==> src/hw/zeroPkg.sv <==
/*
  Shared machine definitions
  Word width default, opcode set, instruction and run status structs
*/
package zeroPkg;

  localparam int wordWidth = 12;                  // Default machine word
  localparam int addrWidth = 4;                   // Local memory address bits
  localparam int ipWidth   = 8;                   // Program address bits

  // ----------------------------------------------------------
  // Instruction set
  // ----------------------------------------------------------
  typedef enum logic [2:0] {
    opLabel  = 3'd0,                              // Jump target marker only
    opInSize = 3'd1,                              // Words left in input queue
    opJFalse = 3'd2,                              // Branch when operand is zero
    opIn     = 3'd3,                              // Take next input word
    opOut    = 3'd4,                              // Emit one word
    opJmp    = 3'd5,                              // Unconditional branch
    opHalt   = 3'd6                               // Stop the run
  } opCode;

  // One program word
  typedef struct packed {
    opCode                op;
    logic [addrWidth-1:0] dst;                    // Write target or test operand
    logic [addrWidth-1:0] src;                    // Read operand
    logic [ipWidth-1:0]   target;                 // Branch address
  } instr;

  // ----------------------------------------------------------
  // Run state seen from outside
  // ----------------------------------------------------------
  typedef struct packed {
    logic busy;                                   // Program executing
    logic finished;                               // Run over until next start
    logic halted;                                 // Ended by halt
    logic timedOut;                               // Ended by step limit
  } runStatus;

endpackage

==> src/hw/programRom.sv <==
/*
  Program ROM with the echo loop
  Combinational lookup by instruction pointer
*/
module programRom (
  input  logic [zeroPkg::ipWidth-1:0] ip,
  output zeroPkg::instr               code
);

  // Packs the fields of one instruction
  function automatic zeroPkg::instr mk(
    input zeroPkg::opCode                op,
    input logic [zeroPkg::addrWidth-1:0] dst,
    input logic [zeroPkg::addrWidth-1:0] src,
    input logic [zeroPkg::ipWidth-1:0]   target
  );
    zeroPkg::instr w;
    w.op     = op;
    w.dst    = dst;
    w.src    = src;
    w.target = target;
    return w;
  endfunction

  always_comb
  begin
    case (ip)
      8'd0:    code = mk(zeroPkg::opLabel,  4'd0, 4'd0, 8'd0);   // Loop head
      8'd1:    code = mk(zeroPkg::opInSize, 4'd0, 4'd0, 8'd0);   // Count into local 0
      8'd2:    code = mk(zeroPkg::opJFalse, 4'd0, 4'd0, 8'd8);   // Leave when count is zero
      8'd3:    code = mk(zeroPkg::opIn,     4'd1, 4'd0, 8'd0);   // Word into local 1
      8'd4:    code = mk(zeroPkg::opOut,    4'd0, 4'd0, 8'd0);   // Emit count
      8'd5:    code = mk(zeroPkg::opOut,    4'd0, 4'd1, 8'd0);   // Emit word
      8'd6:    code = mk(zeroPkg::opLabel,  4'd0, 4'd0, 8'd0);
      8'd7:    code = mk(zeroPkg::opJmp,    4'd0, 4'd0, 8'd0);   // Back to loop head
      8'd8:    code = mk(zeroPkg::opLabel,  4'd0, 4'd0, 8'd0);   // Exit path
      default: code = mk(zeroPkg::opHalt,   4'd0, 4'd0, 8'd0);   // Address 9 and beyond
    endcase
  end

endmodule

==> src/hw/localMemory.sv <==
/*
  Local word memory
  Two combinational read ports and one clocked write port
*/
module localMemory #(
  parameter int WordWidth = zeroPkg::wordWidth,
  parameter int NLocal    = 16
) (
  input  logic                      run,
  input  logic                      rstN,
  input  logic [$clog2(NLocal)-1:0] rdAddrA,
  input  logic [$clog2(NLocal)-1:0] rdAddrB,
  input  logic [$clog2(NLocal)-1:0] wrAddr,
  input  logic                      wrEn,
  input  logic [WordWidth-1:0]      wrData,
  output logic [WordWidth-1:0]      rdDataA,
  output logic [WordWidth-1:0]      rdDataB
);

  logic [WordWidth-1:0] mem [NLocal];

  assign rdDataA = mem[rdAddrA];                  // Same cycle read
  assign rdDataB = mem[rdAddrB];

  always_ff @(posedge run or negedge rstN)
  begin
    if (!rstN)
    begin
      for (int i = 0; i < NLocal; i++)
      begin
        mem[i] <= '0;                             // Locals start at zero
      end
    end
    else if (wrEn)
    begin
      mem[wrAddr] <= wrData;
    end
  end

endmodule

==> src/hw/inChannel.sv <==
/*
  Input word queue
  Loaded from outside, popped by in instructions, reports words left
*/
module inChannel #(
  parameter int WordWidth = zeroPkg::wordWidth,
  parameter int NIn       = 8
) (
  input  logic                 run,
  input  logic                 rstN,
  input  logic                 load,
  input  logic [WordWidth-1:0] word,
  input  logic                 pop,
  output logic [WordWidth-1:0] headWord,
  output logic [WordWidth-1:0] remaining
);

  localparam int PtrWidth   = (NIn > 1) ? $clog2(NIn) : 1;
  localparam int CountWidth = $clog2(NIn + 1);

  logic [WordWidth-1:0]  queue [NIn];
  logic [PtrWidth-1:0]   wrPtr;
  logic [PtrWidth-1:0]   rdPtr;
  logic [CountWidth-1:0] count;
  logic                  doPush;
  logic                  doPop;

  // Wraps at the queue depth
  function automatic logic [PtrWidth-1:0] nextPtr(input logic [PtrWidth-1:0] p);
    return (p == PtrWidth'(NIn - 1)) ? '0 : p + 1'b1;
  endfunction

  assign doPush    = load && (count != CountWidth'(NIn));   // Full queue drops the load
  assign doPop     = pop && (count != '0);
  assign headWord  = queue[rdPtr];
  assign remaining = WordWidth'(count);

  always_ff @(posedge run)
  begin
    if (doPush)
    begin
      queue[wrPtr] <= word;
    end
  end

  // ----------------------------------------------------------
  // Pointers and fill level
  // ----------------------------------------------------------
  always_ff @(posedge run or negedge rstN)
  begin
    if (!rstN)
    begin
      wrPtr <= '0;
      rdPtr <= '0;
      count <= '0;
    end
    else
    begin
      if (doPush)
      begin
        wrPtr <= nextPtr(wrPtr);
      end
      if (doPop)
      begin
        rdPtr <= nextPtr(rdPtr);
      end
      case ({doPush, doPop})
        2'b10:   count <= count + 1'b1;
        2'b01:   count <= count - 1'b1;
        default: count <= count;                  // Both or neither
      endcase
    end
  end

endmodule

==> src/hw/executionUnit.sv <==
/*
  Execution unit
  Instruction pointer, decode and execute of one instruction per cycle
  Registered output word and strobe
*/
module executionUnit #(
  parameter int WordWidth = zeroPkg::wordWidth
) (
  input  logic                          run,
  input  logic                          rstN,
  input  logic                          enable,
  input  logic                          clear,
  output logic [zeroPkg::ipWidth-1:0]   ip,
  input  zeroPkg::instr                 code,
  output logic [zeroPkg::addrWidth-1:0] rdAddrA,
  output logic [zeroPkg::addrWidth-1:0] rdAddrB,
  output logic [zeroPkg::addrWidth-1:0] wrAddr,
  output logic                          wrEn,
  output logic [WordWidth-1:0]          wrData,
  input  logic [WordWidth-1:0]          rdDataA,
  input  logic [WordWidth-1:0]          rdDataB,
  input  logic [WordWidth-1:0]          remaining,
  input  logic [WordWidth-1:0]          headWord,
  output logic                          pop,
  output logic [WordWidth-1:0]          outWord,
  output logic                          outValid,
  output logic                          stepDone,
  output logic                          halt
);

  logic                        queueEmpty;
  logic                        isOut;
  logic [zeroPkg::ipWidth-1:0] ipNext;

  assign rdAddrA    = code.src;                   // Operand for out
  assign rdAddrB    = code.dst;                   // Operand tested by jFalse
  assign wrAddr     = code.dst;
  assign queueEmpty = (remaining == '0);
  assign isOut      = enable && (code.op == zeroPkg::opOut);
  assign stepDone   = enable && !halt;            // Halt is not a counted step

  // ----------------------------------------------------------
  // Decode
  // ----------------------------------------------------------
  always_comb
  begin
    wrEn   = 1'b0;
    wrData = remaining;
    pop    = 1'b0;
    halt   = 1'b0;
    ipNext = ip + 1'b1;
    if (enable)
    begin
      case (code.op)
        zeroPkg::opInSize:
        begin
          wrEn   = 1'b1;                          // Count of words left
          wrData = remaining;
        end
        zeroPkg::opJFalse:
        begin
          if (rdDataB == '0)
          begin
            ipNext = code.target;
          end
        end
        zeroPkg::opIn:
        begin
          wrEn   = !queueEmpty;                   // Empty queue keeps the old value
          wrData = headWord;
          pop    = !queueEmpty;
        end
        zeroPkg::opJmp:
        begin
          ipNext = code.target;
        end
        zeroPkg::opHalt:
        begin
          halt   = 1'b1;
          ipNext = ip;                            // Park on the halt
        end
        default:
        begin
          ipNext = ip + 1'b1;                     // Label and out fall through
        end
      endcase
    end
  end

  // ----------------------------------------------------------
  // Instruction pointer and output strobe
  // ----------------------------------------------------------
  always_ff @(posedge run or negedge rstN)
  begin
    if (!rstN)
    begin
      ip       <= '0;
      outValid <= 1'b0;
    end
    else if (clear)
    begin
      ip       <= '0;                             // Fresh run from address 0
      outValid <= 1'b0;
    end
    else
    begin
      outValid <= isOut;                          // One cycle after the out
      if (enable)
      begin
        ip <= ipNext;
      end
    end
  end

  always_ff @(posedge run)
  begin
    if (isOut)
    begin
      outWord <= rdDataA;
    end
  end

endmodule

==> src/hw/runControl.sv <==
/*
  Run control registers
  Step limit, start and busy state, step counter and end status
*/
module runControl #(
  parameter int StepWidth = 10
) (
  input  logic                 run,
  input  logic                 rstN,
  input  logic                 start,
  input  logic [StepWidth-1:0] stepLimit,
  input  logic                 stepDone,
  input  logic                 halt,
  output logic                 enable,
  output logic                 clear,
  output logic [StepWidth-1:0] steps,
  output zeroPkg::runStatus    status
);

  logic [StepWidth-1:0] limit;
  logic                 atLimit;

  assign clear   = start && !status.busy;         // Start while busy is ignored
  assign enable  = status.busy;
  assign atLimit = (steps == limit);

  always_ff @(posedge run)
  begin
    if (clear)
    begin
      limit <= stepLimit;                         // Held for the whole run
    end
  end

  always_ff @(posedge run or negedge rstN)
  begin
    if (!rstN)
    begin
      steps  <= '0;
      status <= '0;
    end
    else if (clear)
    begin
      steps  <= '0;
      status <= '{busy: 1'b1, finished: 1'b0, halted: 1'b0, timedOut: 1'b0};
    end
    else if (status.busy)
    begin
      if (stepDone && !atLimit)
      begin
        steps <= steps + 1'b1;                    // Saturates at the limit
      end
      if (halt)
      begin
        status <= '{busy: 1'b0, finished: 1'b1, halted: 1'b1, timedOut: 1'b0};
      end
      else if (atLimit)
      begin
        status <= '{busy: 1'b0, finished: 1'b1, halted: 1'b0, timedOut: 1'b1};
      end
    end
  end

endmodule

==> src/hw/zeroMachine.sv <==
/*
  Machine top level
  ROM, local memory, input queue, execution unit and run control
*/
module zeroMachine #(
  parameter int WordWidth = zeroPkg::wordWidth,
  parameter int NLocal    = 16,
  parameter int NIn       = 8,
  parameter int StepWidth = 10
) (
  input  logic                 run,
  input  logic                 rstN,
  input  logic [WordWidth-1:0] inWord,
  input  logic                 inLoad,
  input  logic [StepWidth-1:0] stepLimit,
  input  logic                 start,
  output logic [WordWidth-1:0] outWord,
  output logic                 outValid,
  output zeroPkg::runStatus    status,
  output logic [StepWidth-1:0] steps
);

  logic [zeroPkg::ipWidth-1:0]   ip;
  zeroPkg::instr                 code;
  logic [zeroPkg::addrWidth-1:0] rdAddrA;
  logic [zeroPkg::addrWidth-1:0] rdAddrB;
  logic [zeroPkg::addrWidth-1:0] wrAddr;
  logic                          wrEn;
  logic [WordWidth-1:0]          wrData;
  logic [WordWidth-1:0]          rdDataA;
  logic [WordWidth-1:0]          rdDataB;
  logic [WordWidth-1:0]          remaining;
  logic [WordWidth-1:0]          headWord;
  logic                          pop;
  logic                          enable;
  logic                          clear;
  logic                          stepDone;
  logic                          halt;
  logic                          loadIdle;

  assign loadIdle = inLoad && !status.busy;       // Loads only between runs

  programRom i_programRom (.ip(ip), .code(code));

  localMemory #(.WordWidth(WordWidth), .NLocal(NLocal)) i_localMemory (
    .run(run), .rstN(rstN), .rdAddrA(rdAddrA), .rdAddrB(rdAddrB), .wrAddr(wrAddr),
    .wrEn(wrEn), .wrData(wrData), .rdDataA(rdDataA), .rdDataB(rdDataB)
  );

  inChannel #(.WordWidth(WordWidth), .NIn(NIn)) i_inChannel (
    .run(run), .rstN(rstN), .load(loadIdle), .word(inWord), .pop(pop),
    .headWord(headWord), .remaining(remaining)
  );

  executionUnit #(.WordWidth(WordWidth)) i_executionUnit (
    .run(run), .rstN(rstN), .enable(enable), .clear(clear), .ip(ip), .code(code),
    .rdAddrA(rdAddrA), .rdAddrB(rdAddrB), .wrAddr(wrAddr), .wrEn(wrEn), .wrData(wrData),
    .rdDataA(rdDataA), .rdDataB(rdDataB), .remaining(remaining), .headWord(headWord),
    .pop(pop), .outWord(outWord), .outValid(outValid), .stepDone(stepDone), .halt(halt)
  );

  runControl #(.StepWidth(StepWidth)) i_runControl (
    .run(run), .rstN(rstN), .start(start), .stepLimit(stepLimit), .stepDone(stepDone),
    .halt(halt), .enable(enable), .clear(clear), .steps(steps), .status(status)
  );

endmodule

==> config.mk <==
export PLATFORM = sky130hd
export DESIGN_NAME = zeroMachine
export DESIGN_NICKNAME = d
export VERILOG_FILES = /design/src/hw/zeroPkg.sv /design/src/hw/programRom.sv /design/src/hw/localMemory.sv /design/src/hw/inChannel.sv /design/src/hw/executionUnit.sv /design/src/hw/runControl.sv /design/src/hw/zeroMachine.sv
export SDC_FILE = /design/constraint.sdc
export NUM_CORES = 1
export LEC_CHECK = 0
export ABC_AREA = 1
export BUFFER_PORTS_ARGS = -buffer_cell sky130_fd_sc_hd__buf_2
export CAP_MARGIN = 15
export CORE_UTILIZATION = 53
export CTS_BUF_LIST = sky130_fd_sc_hd__clkbuf_8
export DETAILED_ROUTE_END_ITERATION = 8
export PLACE_DENSITY = 0.77
export SYNTH_ARGS = -nofsm -noshare
export SYNTH_HDL_FRONTEND = slang
export SYNTH_SLANG_ARGS = --single-unit
==> constraint.sdc <==
create_clock -name run -period 6.6 [get_ports run]
set_clock_uncertainty 0.05 [all_clocks]
set_input_delay 1.32 -clock run [delete_from_list [all_inputs] [get_ports run]]
set_output_delay 1.32 -clock run [all_outputs]
set_load 0.02 [all_outputs]
Word-level counts from Yosys, hierarchy flattened
Memories as Yosys holds them, arrays and structs flattened.
Index checks and enable logic that the tools add are counted.
{ "totals": {"reg_bits": 247, "mem_bits_rw": 96, "mem_bits_ro": 96, "inputBits": 26, "mem_count": 2} }
{ "op_classes": {"n_addsub": 6, "n_lt_le_gt_ge": 3, "eq_ne": 13, "n_mux": 35, "bitwise_logic": 2, "n_reduce_logical": 23} }
{ "memory_table": {"columns": ["name", "depth", "word_bits", "read_ports", "rd_ports_with_merged_regs", "wr", "line", "source"], "rows": [
  ["(no name shown)", 16, 6, 1, 0, 0, "programRom.sv:27", "case (ip)"],
  ["i_inChannel.queue", 8, 12, 1, 0, 1, "inChannel.sv:21", "logic [WordWidth-1:0] queue [NIn];"]
]} }
{ "op_table": {"columns": ["operator", "count"], "rows": [
  ["bitwise mux 192 bit", 1],
  ["binary-select mux 12 bit (select 4 bit)", 2],
  ["2-to-1 mux 12 bit", 7],
  ["demux 12 bit (select 4 bit)", 1],
  ["2-to-1 mux 10 bit", 3],
  ["zero test 12 bit", 2],
  ["2-to-1 mux 8 bit", 3],
  ["one-hot mux 8 bit (3 select lines)", 1],
  ["2-to-1 mux 19 bit", 1],
  ["2-to-1 mux 4 bit", 4],
  ["== test 3 bit (second input constant)", 5],
  ["adder 10 x 1 -> 10 bit (second input constant)", 1],
  ["== test 10 bit", 1],
  [">= comparator 5 bit (second input constant)", 2],
  ["NOT 4 -> 5 bit", 2],
  ["adder 8 x 1 -> 8 bit (second input constant)", 1],
  ["logical AND 1 bit", 8],
  ["2-to-1 mux 1 bit", 8],
  ["one-hot mux 4 bit (2 select lines)", 1],
  ["adder 3 x 1 -> 3 bit (second input constant)", 2],
  ["== test 3 x 2 -> 1 bit (second input constant)", 2],
  ["2-to-1 mux 3 bit", 2],
  ["AND reduction 2 bit", 3],
  ["nonzero test 2 bit", 3],
  ["other kinds (13)", 16]
]} }

Depth between registers and ports, before layout
{ "depth": {"word_depth": 11, "ltp_mapped": 14} }

Modules after synthesis
Synthesis repeated with hierarchy kept, for this count alone.
{ "hier_totals": {"cells_unflattened": 2580, "area_unflattened_um2": 18989.5} }
{ "modules_own_cells": {"columns": ["module", "instances", "cells_per_inst", "area_per_inst_um2"], "rows": [
  ["localMemory", 1, 1681, 11111.9],
  ["inChannel", 1, 509, 4909.7],
  ["executionUnit", 1, 176, 1378.8],
  ["runControl", 1, 168, 1340.0],
  ["programRom", 1, 44, 239.0],
  ["zeroMachine", 1, 2, 10.0]
]} }

Least setup slack after synthesis
No wires, ideal clock.
{ "synth_path": {"path_kind": "register to register", "startpoint": "register i_executionUnit.ip[0] in the netlist's numbering", "endpoint": "register i_executionUnit.outWord[0], enable pin", "arrival_ns": 2.309, "setup_slack_ns": 3.829, "stages_incl_launch_ff": 5, "n_path_buf": 0, "cell_sequence": "dfrtp_1 inv_1 ha_1 or2_2 nor4_1"} }
{ "synth_between": {"elab_chain_cells": 4} }
{ "synth_lines": {"columns": ["item", "line", "source"], "rows": [
  ["from (decl)", "executionUnit.sv:13", "output logic [zeroPkg::ipWidth-1:0] ip,"],
  ["from (signal assigned)", "executionUnit.sv:110", "ip <= ipNext;"],
  ["memory (16 x 6 bit)", null, null],
  ["2-to-1 mux 19 bit", "programRom.sv:27", null],
  ["== test 3 bit", "executionUnit.sv:39", "assign isOut = enable && (code.op == zeroPkg::opOut);"],
  ["logical AND 1 bit", "executionUnit.sv:39", null],
  ["named net i_executionUnit.isOut", "executionUnit.sv:32", "logic isOut;"],
  ["to (signal assigned)", "executionUnit.sv:119", "outWord <= rdDataA;"],
  ["to (decl)", "executionUnit.sv:25", "output logic [WordWidth-1:0] outWord,"]
]} }
The timed path passes the listed nets, and every way through them passes these cells.
A chain may end at the register's enable or synchronous reset.

Worst setup path after layout
{ "layout_path": {"startpoint": "register i_executionUnit.ip[1] in the netlist's numbering", "endpoint": "register i_inChannel.count[3]"} }
{ "layout_between": {"elab_chain_cells": 8, "elab_cells_between_ends": 10} }
{ "layout_lines": {"columns": ["item", "line", "source"], "rows": [
  ["memory (16 x 6 bit) *", null, null],
  ["2-to-1 mux 19 bit *", "programRom.sv:27", null],
  ["== test 3 x 2 -> 1 bit *", "executionUnit.sv:54", "case (code.op)"],
  ["2-to-1 mux 1 bit *", "executionUnit.sv:54", null],
  ["2-to-1 mux 1 bit *", "executionUnit.sv:52", "if (enable)"],
  ["logical AND 1 bit *", "inChannel.sv:34", "assign doPop = pop && (count != '0);"],
  ["named net i_inChannel.doPop", "inChannel.sv:26", "logic doPop;"],
  ["== test 2 x 1 -> 1 bit / == test 2 bit (equally long branches)", "inChannel.sv:67", "case ({doPush, doPop})"],
  ["one-hot mux 4 bit (2 select lines) / nonzero test 2 bit (equally long branches)", null, null],
  ["to (signal assigned)", "inChannel.sv:68", "2'b10: count <= count + 1'b1;"],
  ["to (signal assigned)", "inChannel.sv:69", "2'b01: count <= count - 1'b1;"],
  ["to (signal assigned)", "inChannel.sv:70", "default: count <= count;"],
  ["to (decl)", "inChannel.sv:24", "logic [CountWidth-1:0] count;"]
]} }
Mark *: on every way through the listed nets, which the timed path passes. The rest lies on a longest branch.

==> results_dict.tcl <==
set metrics [dict create \
    result_of_the_run "finished clean" \
    category_of_cells_accounting_for_the_largest_share_of_critical_path_delay "simple AND/OR/NAND/NOR gates" \
    drc_errors 0 \
    vdd_drop_max_mv 0.194 \
    dr.pass1.iters 7 \
    final.min_clock_period_ns 2.94 \
    route.vias.total 5410 \
    synth.ff_latch_count 175 \
    grt_antenna_before_repair 0 \
    ctsHoldBuffers 0 \
    crit_arrival_ns 3.23 \
    fin_util 0.606 \
    crit_path_end_kind "flip-flop" \
    place.port_buffers 52 \
    first_global_vias 4933 \
    crit_path_top_delay_cell "sky130_fd_sc_hd__dfrtp_1" \
    timing.fmax_mhz 340 \
    io_pins 53 \
    transition_time_at_the_pin_with_the_least_slew_margin_ns 0.982 \
    areaGrowthSynthToFinish_pct 10.1 \
    max-slew-margin-rel 0.343 \
    die-height_um 123 \
    cap_violations 0 \
    multi_input_area_mm2 0.00241 \
    hold_viol_final 0 \
    cts-resized-gates 0 \
    required_ns 6.89 \
    numClockSinks 175 \
    synth-edff-count 118 \
    avgRoutedWirePerCell_um 16.0 \
    count_of_unique_library_cells_instantiated_by_yosys 35 \
    powerDensity_mw_per_mm2 396 \
    path_cells "ha_1 -> nand2_1 -> o21ai_1 -> nand2_1 -> nor2_4 -> nand3_4 -> nor2_2 -> ha_1 -> ha_1 -> a21oi_1 -> nand2_1 -> a21oi_1 -> o21ai_0 -> xor2_1" \
    worstSetupPathDepth 14 \
    crit_fanout 16 \
    clock_path_buffers 2 \
    startpoint_to_endpoint_class_of_the_critical_path "flip-flop to flip-flop" \
    dp.final_hpwl_um 11100 \
    first_pass_grt_wire_length_um 25700 \
    post_synth_most_frequent_cells "sky130_fd_sc_hd__nand2_1 (219), sky130_fd_sc_hd__edfxtp_1 (118), sky130_fd_sc_hd__nor2_1 (73)" \
    reg2reg_path_depth 14 \
    hold_path_class "flip-flop to flip-flop" \
    final_net_count 853 \
    area_of_the_mapped_netlist_mm2 0.00776 \
    clockRootBuffer "sky130_fd_sc_hd__clkbuf_8" \
    postSynth.asyncResetShare 0.326 \
    report.final.setup_viol 0 \
    area.sequential_mm2 0.00497 \
    final.fill_count 1151 \
    worst_path_largest_cell_delay_ns 0.46 \
    cts_made_buffers 17 \
    insertedDiodeCount 0 \
    layout-drive-gt1-share 0.135 \
    cts.htree.levels 4 \
    die-area_mm2 0.0151 \
    postSynth.topFlopCell "sky130_fd_sc_hd__edfxtp_1" \
    critical_path.startpoint_type "flip-flop" \
    worstHoldPathCells 2 \
    timing.final.crit_share 0.445 \
    cts.reportedPaths.clkPinSlew_ns 0.10 \
    cts_tree "built" \
    combined_buffer_and_inverter_count_along_the_critical_path 0 \
    grt-ovfl-total 0 \
    groute.usage.overall 0.231 \
    rows 43 \
    netlist_top_cells_area "sky130_fd_sc_hd__edfxtp_1 (46%), sky130_fd_sc_hd__dfrtp_1 (18%), sky130_fd_sc_hd__nand2_1 (11%)" \
    final_max_slew_viol_count 0 \
    netlist.top_cell.by_area "sky130_fd_sc_hd__edfxtp_1" \
    floorplan.die.width_um 123 \
    post_synth.cell_area_avg_um2 10.2 \
    rsz_0062_raised_after_global_routing "no" \
    gp_congestion 0.919 \
    share_of_the_yosys_chip_area_belonging_to_registers 0.640 \
    routed_wl_um 16100 \
    clk_latency_ns 0.45 \
    fin_setup_tns_ns 0 \
    detail_route.iter0.violations 504 \
    yosys_warnings 0 \
    yosysTopAreaCellShare 0.457 \
    post-synth-top-count-cell "sky130_fd_sc_hd__nand2_1" \
    core_area_mm2 0.0141 \
    grt_max_degree 58 \
    synth_nets 804 \
    postCtsSetupBuffers 0 \
    final_antenna_net_count 0 \
    p_leak_nw 3.63 \
    vias_per_std_cell 5.38 \
    syn-instance-count 763 \
    start_util 0.551 \
]
==> sequential cells by signal, indices dropped and copies added, names as in the netlist <==
signal	flops
i_runControl.limit	10
i_runControl.enable	1
i_executionUnit.ip	8
i_inChannel.queue	96
i_executionUnit.outWord	12
i_inChannel.wrPtr	3
i_runControl.steps	10
i_localMemory.mem	24
i_executionUnit.outValid	1
i_runControl.status	3
i_inChannel.rdPtr	3
i_inChannel.count	4
==> power breakdown <==
| part | internal, W | switching [W] | leakage [nW] |
|---|---|---|---|
| clock | 0.000318 | 0.000417 | 0.203 |
| combinational | 0.000352 | 0.000787 | 1.60 |
| sequential | 0.00136 | 0.000147 | 1.83 |
==> metal layers <==
layer	part of all wire	GRT usage	vias to the layer above
met1	0.44	0.329	2525
li1	-	-	2639
met4	0.021	0.0791	0
met3	0.078	0.0498	24
met5	0	0	-
met2	0.46	0.352	222
==> logic make-up (layout without fill, tap and decap cells) <==
logic type                 count (synthesis)  count (layout)  share of synthesized area
and+or+nand+nor                          388             388                      0.213
muxes                                      2               2                    0.00290
buffers and inverters                     90             152                     0.0498
adders and majority gates                 15              15                     0.0251
AOI/OAI and AO/OA                         78              78                     0.0521
DFF                                      175             175                      0.640
xor gates and xnor gates                  15              15                     0.0169
==> per-stage QoR <==
step / power [W] / worst slack, ns / hold WS, ns / cells / cell area, µm²
after global routing: 0.00360 / 3.43 / 0.465 / 1005 / 8540
final: 0.00338 / 3.66 / 0.434 / 1005 / 8540
after detailed placement: 0.00265 / 3.50 / 0.418 / 973 / 8150
after floorplan: 0.00234 / 3.83 / 0.399 / 763 / 7760
after global placement: 0.00262 / 3.54 / 0.414 / 973 / 8150
after CTS: 0.00339 / 3.67 / 0.442 / 1005 / 8540
==> tightest hold or removal path, cell delays in order, from the launching register on <==
cell	delay, ns
sky130_fd_sc_hd__dfrtp_1	0.35
sky130_fd_sc_hd__nand2_1	0.05
sky130_fd_sc_hd__nand2_1	0.05
==> cell usage in the layout (no fill, tap or decap), drive strengths merged <==
master	n
mux2	2
nor3	12
clkinvlp	1
or2	5
nand3	60
o211ai	4
nand2	223
xor2	11
clkinv	6
bufinv	1
edfxtp	118
xnor2	4
clkbuf	17
nand4	9
o21ai	49
nor2	77
buf	57
inv	70
fa	1
dfrtp	57
o22ai	3
ha	14
a21oi	22
nor4	2
==> final cells by class <==
cell class	instances	area share
tap	180	0.0264
timing repair buffer	57	0.0349
multi-input combinational	498	0.282
clock buffer	17	0.0274
clock inverter	15	0.0193
inverter	63	0.0283
sequential	175	0.582
==> final timing paths <==
check / from / to / slack (ns)
worst max-delay path: i_executionUnit.ip[1] / i_inChannel.count[3] / 3.66
min in group asynchronous: rstN / i_localMemory.mem[186] / 0.94
worst min-delay path: i_runControl.status[2] / i_runControl.status[2] / 0.43
worst max register to register: i_executionUnit.ip[1] / i_inChannel.count[3] / 3.66
max in group asynchronous: rstN / i_executionUnit.ip[0] / 5.08
worst min register to register: i_runControl.status[2] / i_runControl.status[2] / 0.43
Note: power is estimated with default switching activity, not from simulation.
